$ cat src/common/texturePkg.sv
// Fixed RGBA4444 texel and RGBA8888 pixel layouts with red in the top channel, no other formats
package texturePkg;

    // One 8 bit color channel of a widened pixel
    typedef logic [7:0] subPixel_t;

    // RGBA8888 color with red in bits 31..24 down to alpha in bits 7..0
    typedef logic [31:0] pixel_t;

    // RGBA4444 texel, same channel order as pixel_t with red in the top nibble
    typedef logic [15:0] texel4444_t;

    // Blend weight where 0xFFFF stands for 1.0 and 0x0000 for 0.0
    // Only the upper byte takes part in the blend
    typedef logic [15:0] weight_t;

    // Channel geometry shared by the expander and the interpolator
    localparam int channelCount = 4;
    localparam int subPixelWidth = 8;
    localparam int texelChannelWidth = 4;

    // Lowest bit of each channel inside pixel_t
    localparam int colorRPos = 24;
    localparam int colorGPos = 16;
    localparam int colorBPos = 8;
    localparam int colorAPos = 0;

    // Largest channel value, which also serves as 1.0 in the blend arithmetic
    localparam subPixel_t subPixelMax = 8'hFF;

endpackage
$ cat src/verilog/textureFilter.sv
// RGBA4444 quad in and RGBA8888 pixel out five cycles later, no back-pressure so every result must be taken
`timescale 1ns/100ps

module textureFilter
    import texturePkg::*;
(
    input  logic       aclk,
    input  logic       reset,
    input  logic       texelValid,
    input  texel4444_t texel00,
    input  texel4444_t texel01,
    input  texel4444_t texel10,
    input  texel4444_t texel11,
    input  weight_t    uWeight,
    input  weight_t    vWeight,
    output logic       filteredValid,
    output pixel_t     filteredColor
);

    // Widened quad and its weights, one cycle behind the inputs
    logic    expValid;
    pixel_t  color00;
    pixel_t  color01;
    pixel_t  color10;
    pixel_t  color11;
    weight_t expUWeight;
    weight_t expVWeight;

    // Format conversion stage
    texelExpander texelExpander_i (
        .aclk       (aclk),
        .reset      (reset),
        .texelValid (texelValid),
        .texel00    (texel00),
        .texel01    (texel01),
        .texel10    (texel10),
        .texel11    (texel11),
        .uWeight    (uWeight),
        .vWeight    (vWeight),
        .expValid   (expValid),
        .color00    (color00),
        .color01    (color01),
        .color10    (color10),
        .color11    (color11),
        .expUWeight (expUWeight),
        .expVWeight (expVWeight)
    );

    // Row and column blending, four more cycles
    bilinearFilter bilinearFilter_i (
        .aclk          (aclk),
        .reset         (reset),
        .expValid      (expValid),
        .color00       (color00),
        .color01       (color01),
        .color10       (color10),
        .color11       (color11),
        .expUWeight    (expUWeight),
        .expVWeight    (expVWeight),
        .filteredValid (filteredValid),
        .filteredColor (filteredColor)
    );

endmodule

$ cat src/filter/bilinearFilter.sv
// Four cycle latency with no back-pressure, filteredColor is undefined while filteredValid is low
`timescale 1ns/100ps

module bilinearFilter
    import texturePkg::*;
(
    input  logic    aclk,
    input  logic    reset,
    input  logic    expValid,
    input  pixel_t  color00,
    input  pixel_t  color01,
    input  pixel_t  color10,
    input  pixel_t  color11,
    input  weight_t expUWeight,
    input  weight_t expVWeight,
    output logic    filteredValid,
    output pixel_t  filteredColor
);

    // Latency of one interpolator
    localparam int mixLatency = 2;
    // Latency of the row blend followed by the column blend
    localparam int filterLatency = 2 * mixLatency;

    // Results of the two row blends, valid mixLatency cycles after the quad
    pixel_t topMix;
    pixel_t bottomMix;

    // Vertical weight delayed to line up with the row results
    weight_t vWeightDelay [mixLatency];

    // Valid flag travelling alongside the quad through all four stages
    logic [filterLatency-1:0] validShift;

    // Top row, weighted toward the right texel by uWeight
    colorInterpolator topRow (
        .aclk       (aclk),
        .intensity  (expUWeight),
        .colorA     (color01),
        .colorB     (color00),
        .mixedColor (topMix)
    );

    // Bottom row, same weighting as the top row
    colorInterpolator bottomRow (
        .aclk       (aclk),
        .intensity  (expUWeight),
        .colorA     (color11),
        .colorB     (color10),
        .mixedColor (bottomMix)
    );

    // Column blend, weighted toward the bottom row by the delayed vWeight
    colorInterpolator columnMix (
        .aclk       (aclk),
        .intensity  (vWeightDelay[mixLatency-1]),
        .colorA     (bottomMix),
        .colorB     (topMix),
        .mixedColor (filteredColor)
    );

    // Each quad keeps its own vWeight while the rows are being blended,
    // so back to back quads with different weights do not mix
    always_ff @(posedge aclk)
    begin
        vWeightDelay[0] <= expVWeight;
        for (int stage = 1; stage < mixLatency; stage++)
        begin
            vWeightDelay[stage] <= vWeightDelay[stage-1];
        end
    end

    // The interpolators have no valid flag, this shift register marks
    // which outputs belong to a real quad
    always_ff @(posedge aclk)
    begin
        if (reset)
        begin
            validShift <= '0;
        end
        else
        begin
            validShift <= {validShift[filterLatency-2:0], expValid};
        end
    end

    assign filteredValid = validShift[filterLatency-1];

endmodule

$ cat src/filter/colorInterpolator.sv
// Free-running two cycle blend with no valid flag and no reset, the caller must track which outputs count
`timescale 1ns/100ps

module colorInterpolator
    import texturePkg::*;
(
    input  logic    aclk,
    input  weight_t intensity,
    input  pixel_t  colorA,
    input  pixel_t  colorB,
    output pixel_t  mixedColor
);

    // A product of two channels needs twice the channel width
    localparam int productWidth = 2 * subPixelWidth;

    // Channel positions in the order they are processed
    localparam int channelPos [channelCount] = '{colorRPos, colorGPos, colorBPos, colorAPos};

    // Rounding bias of 255 added before the divide by 256
    localparam logic [productWidth:0] roundBias = (productWidth + 1)'(subPixelMax);

    // Weight of colorA is the upper byte of intensity
    subPixel_t weightA;
    // Weight of colorB is 1.0 minus the weight of colorA
    subPixel_t weightB;

    // First stage registers, one product per channel and color
    logic [productWidth-1:0] productA [channelCount];
    logic [productWidth-1:0] productB [channelCount];

    // The lower byte of intensity is ignored, so 0xFFFF selects colorA
    // exactly and 0x0000 selects colorB exactly
    assign weightA = intensity[$bits(weight_t)-1 -: subPixelWidth];
    assign weightB = subPixelMax - weightA;

    // Adds both weighted parts and the bias, then divides by 256
    // The sum cannot really exceed 65280, the clamp only guards bit 16
    function automatic subPixel_t roundChannel(
        input logic [productWidth-1:0] partA,
        input logic [productWidth-1:0] partB
    );
        logic [productWidth:0] sum;
        sum = {1'b0, partA} + {1'b0, partB} + roundBias;
        if (sum[productWidth])
        begin
            return subPixelMax;
        end
        return sum[productWidth-1 -: subPixelWidth];
    endfunction

    // Stage one splits both colors into channels and multiplies each
    // channel by its weight
    always_ff @(posedge aclk)
    begin
        for (int ch = 0; ch < channelCount; ch++)
        begin
            productA[ch] <= productWidth'(weightA)
                          * productWidth'(colorA[channelPos[ch] +: subPixelWidth]);
            productB[ch] <= productWidth'(weightB)
                          * productWidth'(colorB[channelPos[ch] +: subPixelWidth]);
        end
    end

    // Stage two combines the matching products and packs the channels back
    always_ff @(posedge aclk)
    begin
        for (int ch = 0; ch < channelCount; ch++)
        begin
            mixedColor[channelPos[ch] +: subPixelWidth] <= roundChannel(productA[ch], productB[ch]);
        end
    end

endmodule

$ cat src/verilog/texelExpander.sv
// One cycle of latency, expValid is the only reset state and the payload is undefined while it is low
`timescale 1ns/100ps

module texelExpander
    import texturePkg::*;
(
    input  logic       aclk,
    input  logic       reset,
    input  logic       texelValid,
    input  texel4444_t texel00,
    input  texel4444_t texel01,
    input  texel4444_t texel10,
    input  texel4444_t texel11,
    input  weight_t    uWeight,
    input  weight_t    vWeight,
    output logic       expValid,
    output pixel_t     color00,
    output pixel_t     color01,
    output pixel_t     color10,
    output pixel_t     color11,
    output weight_t    expUWeight,
    output weight_t    expVWeight
);

    // Widens every 4 bit channel to 8 bits by repeating the nibble
    // This maps n to n * 17, so 0xF becomes 0xFF and 0x0 stays 0x00
    // Channel order is the same in both formats, so channel k of the texel
    // lands in channel k of the pixel
    function automatic pixel_t widenTexel(input texel4444_t texel);
        pixel_t wide;
        logic [texelChannelWidth-1:0] nibble;
        for (int ch = 0; ch < channelCount; ch++)
        begin
            nibble = texel[ch*texelChannelWidth +: texelChannelWidth];
            wide[ch*subPixelWidth +: subPixelWidth] = {nibble, nibble};
        end
        return wide;
    endfunction

    // Valid flag is the only control state in this stage
    always_ff @(posedge aclk)
    begin
        if (reset)
        begin
            expValid <= 1'b0;
        end
        else
        begin
            expValid <= texelValid;
        end
    end

    // Widened quad and both weights move together with expValid
    // They are captured every cycle, the valid flag tells which ones count
    always_ff @(posedge aclk)
    begin
        color00    <= widenTexel(texel00);
        color01    <= widenTexel(texel01);
        color10    <= widenTexel(texel10);
        color11    <= widenTexel(texel11);
        expUWeight <= uWeight;
        expVWeight <= vWeight;
    end

endmodule

$ cat config.mk
export PLATFORM = sky130hd
export DESIGN_NAME = textureFilter
export DESIGN_NICKNAME = d
export VERILOG_FILES = /design/src/common/texturePkg.sv /design/src/verilog/textureFilter.sv /design/src/filter/bilinearFilter.sv /design/src/filter/colorInterpolator.sv /design/src/verilog/texelExpander.sv
export SDC_FILE = /design/constraint.sdc
export NUM_CORES = 2
export LEC_CHECK = 0
export BUFFER_PORTS_ARGS = -buffer_cell sky130_fd_sc_hd__clkbuf_2
export CORE_MARGIN = 4
export CORE_UTILIZATION = 45
export DETAILED_ROUTE_END_ITERATION = 6
export MAX_ROUTING_LAYER = met4
export SLEW_MARGIN = 20
export SYNTH_ARGS = -nofsm -noshare
export SYNTH_HDL_FRONTEND = slang
export SYNTH_HIERARCHICAL = 1
export SYNTH_SLANG_ARGS = --single-unit
$ cat constraint.sdc
create_clock -name aclk -period 5.17 [get_ports aclk]
set_input_delay 0.7755 -clock aclk [delete_from_list [all_inputs] [get_ports aclk]]
set_output_delay 0.7755 -clock aclk [all_outputs]
set_load 0.005 [all_outputs]
==> implementation parameters <==
Parameter                              Value

Outcome
  Result of the run    complete, no violations

Synth
  Average instance area after synthesis    9.08 µm²
  Netlist area before placement    0.0734 mm²
  Mapped Cells    8084
  Net count of the mapped netlist    10300
  Synth warn    6

Die
  Number of ports placed on the die boundary    132
  Starting density of the core    45.5%
  Placeable Area    0.161 mm²
  Standard-cell rows    147
  Floorplan die height    412 µm
  Die span in x    412 µm
  Area of the die    0.170 mm²

Global routing
  Number of global-route vias before repair    54200
  Grt met3 use    2.18%
  GRT overflow    0
  Initial antenna violation count    9
  Most heavily used metal layer in global routing    met2
  Met1 demand-to-capacity share in global routing    26.1%
  GR Util All Layers    19.6%
  Maximum number of pins on one net before global-route repair    67
  Met2 GRT Util    32.2%
  Wire length of the first global-routing pass    267000 µm

Timing
  Unrepaired setup endpoints after global routing    false
  Setup-violating endpoint count in the final report    0
  Transition time of the tightest slew-check pin    0.846 ns
  Final number of hold-violating endpoints    0
  Peak Freq    0.207 GHz
  Max-slew headroom    43.0%
  Count of final max-slew check failures    0
  Clk_skew    0.0477 ns
  Min cycle time layout    4.83 ns
  Final period utilization    93.4%
  Setup TNS after final layout    0 ns

Worst setup path
  Crit path arrival time    5.45 ns
  Maximum net fanout on the critical path    46
  Critical register-to-register path startpoint    texelExpander_i/expUWeight[11]$_DFF_P_
  Number of cells on the worst reg-to-reg path    14
  Critical Path Start    texelExpander_i/expUWeight[11]$_DFF_P_
  Crit path launch type    register
  Reg-to-reg slack, setup    0.34 ns
  Crit end category    register
  WP data required    5.79 ns
  Crit Reg-Reg Endpoint    bilinearFilter_i/topRow/productB[0][14]$_DFF_P_
  Worst Setup Path Type    register to register

Routing
  Average wire per cell in the routed design    15.0 µm
  Routed WL    155000 µm
  Number of detailed-route iterations in the first pass    7
  Total via count in the routed design    51500
  Avg Vias per Cell    4.97
  Final ANT Viol Nets    0
  Post-detailed-route DRC marker count    0
  Iteration-0 DRC Markers    2104

Hold path
  Class of the worst hold path    primary input to register
  End of the worst hold path    texelExpander_i/color10[20]$_DFF_P_
  Start point of the worst min-delay path    texel10[8]
  Worst hold path stage count    1

Job
  Count of maximum capacitance violations    0

Finish
  Multi-input logic area    0.0546 mm²
  Fill cell total of the finished layout    15300
  Sequential cell area    0.0117 mm²
  Share of cells above drive strength 1    5.36%
  Area growth syn-to-layout    8.27%
  Nets    10300

Clocking
  Total clock buffers created by CTS    79
  Setup Buffers After CTS    0
  TritonCTS clock tree    built
  Total number of H-tree levels    3
  # clock sinks    581
  Number of gates resized after cts    0
  Number of buffers between clock root and the deepest sink    3
  Clock latency on the worst-skew pair    0.71 ns
  Hold Buf Count CTS    0
  Clock transition at path regs    0.06 ns
  Master cell of the clock root buffer    sky130_fd_sc_hd__clkbuf_16

Placed design
  Final HPWL DP    123000 µm
  Global placement routability congestion    0.865
  Port Buffers    115
[layout make-up]
| type | count | area share [%] |
|---|---|---|
| multi-input cells | 5675 | 68.8 |
| inverters | 1586 | 7.50 |
| clock inverters | 47 | 0.821 |
| repair buffers | 217 | 2.08 |
| well taps | 2160 | 3.40 |
| flip-flops and latches | 581 | 14.7 |
| diodes | 2 | 0.00630 |
| clock buffers | 98 | 2.72 |
[cell usage in the layout, fill, tap and decap left out, drive strengths merged, types with 13 or more instances in the layout]
cell,count
a2111oi,14
a211oi,36
a21boi,17
a21o,70
a21oi,247
a31o,17
a31oi,22
and2,665
and3,44
buf,102
clkbuf,213
clkinv,20
dfxtp,581
fa,864
ha,1212
inv,1597
mux2i,13
nand2,337
nand2b,219
nand3,59
nand4,30
nor2,223
nor2b,653
nor3,84
nor3b,13
nor4,24
o211ai,33
o21a,50
o21ai,197
o21bai,28
o311ai,14
o31a,15
o31ai,18
or2,22
or3,20
xnor2,232
xor2,64
[flip-flops by register name, summed over array words and instances, names as in the netlist]
signal                                 flops
bilinearFilter_i/bottomRow/mixedColor     32
bilinearFilter_i/bottomRow/productB       64
texelExpander_i/expUWeight                 8
texelExpander_i/color01                   16
bilinearFilter_i/topRow/productA          64
texelExpander_i/color10                   16
texelExpander_i/color11                   16
bilinearFilter_i/vWeightDelay             16
texelExpander_i/color00                   16
bilinearFilter_i/bottomRow/productA       64
bilinearFilter_i/columnMix/mixedColor     32
texelExpander_i/expValid                   1
texelExpander_i/expVWeight                 8
bilinearFilter_i/topRow/mixedColor        32
bilinearFilter_i/topRow/productB          64
bilinearFilter_i/columnMix/productA       64
bilinearFilter_i/validShift                4
bilinearFilter_i/columnMix/productB       64
[metal layers]
metal / up-vias / share of wire [%]
met4: 0 / 2.1
met5: - / 0
met1: 25100 / 48
met2: 645 / 47
li1: 25500 / -
met3: 198 / 3.2
[how the worst max path moves through the flow]
stage / endpoint / slack [ns]
after floorplan: bilinearFilter_i/columnMix/productB[0][15]$_DFF_P_ / 0.49
after global placement: bilinearFilter_i/columnMix/productA[1][15]$_DFF_P_ / 0.40
after detailed placement: bilinearFilter_i/topRow/productB[0][14]$_DFF_P_ / 0.37
after CTS: bilinearFilter_i/topRow/productB[0][14]$_DFF_P_ / 0.34
after global routing: bilinearFilter_i/topRow/productA[3][14]$_DFF_P_ / 0.05
final: bilinearFilter_i/topRow/productB[0][14]$_DFF_P_ / 0.34
[metrics by stage]
stage	util (%)	hold WS, ns	cell area [µm²]	setup slack [ns]	cells
3_5_place_dp	47.5	0.314	76600	0.367	10200
3_3_place_gp	47.5	0.313	76600	0.398	10200
2_1_floorplan	-	0.310	73400	0.492	8084
5_1_grt	49.2	0.0985	79400	0.0483	10400
4_1_cts	49.2	0.0756	79400	0.338	10400
6_report	49.2	0.157	79400	0.340	10400
[worst max-delay path: stages, from the launching register on]
cell                       delay, ns
sky130_fd_sc_hd__dfxtp_4        0.59
sky130_fd_sc_hd__buf_12         0.34
sky130_fd_sc_hd__nor2b_1        0.12
sky130_fd_sc_hd__fa_1           0.44
sky130_fd_sc_hd__fa_1           0.49
sky130_fd_sc_hd__inv_1          0.05
sky130_fd_sc_hd__fa_1           0.50
sky130_fd_sc_hd__fa_1           0.50
sky130_fd_sc_hd__inv_1          0.04
sky130_fd_sc_hd__ha_1           0.31
sky130_fd_sc_hd__nor2b_1        0.17
sky130_fd_sc_hd__o41ai_1        0.49
sky130_fd_sc_hd__o211ai_1       0.22
sky130_fd_sc_hd__o211ai_1       0.25
sky130_fd_sc_hd__xnor2_1        0.18
Power is not shown: default switching activity piles up to over one toggle a cycle in this logic, so the estimate is an artifact.
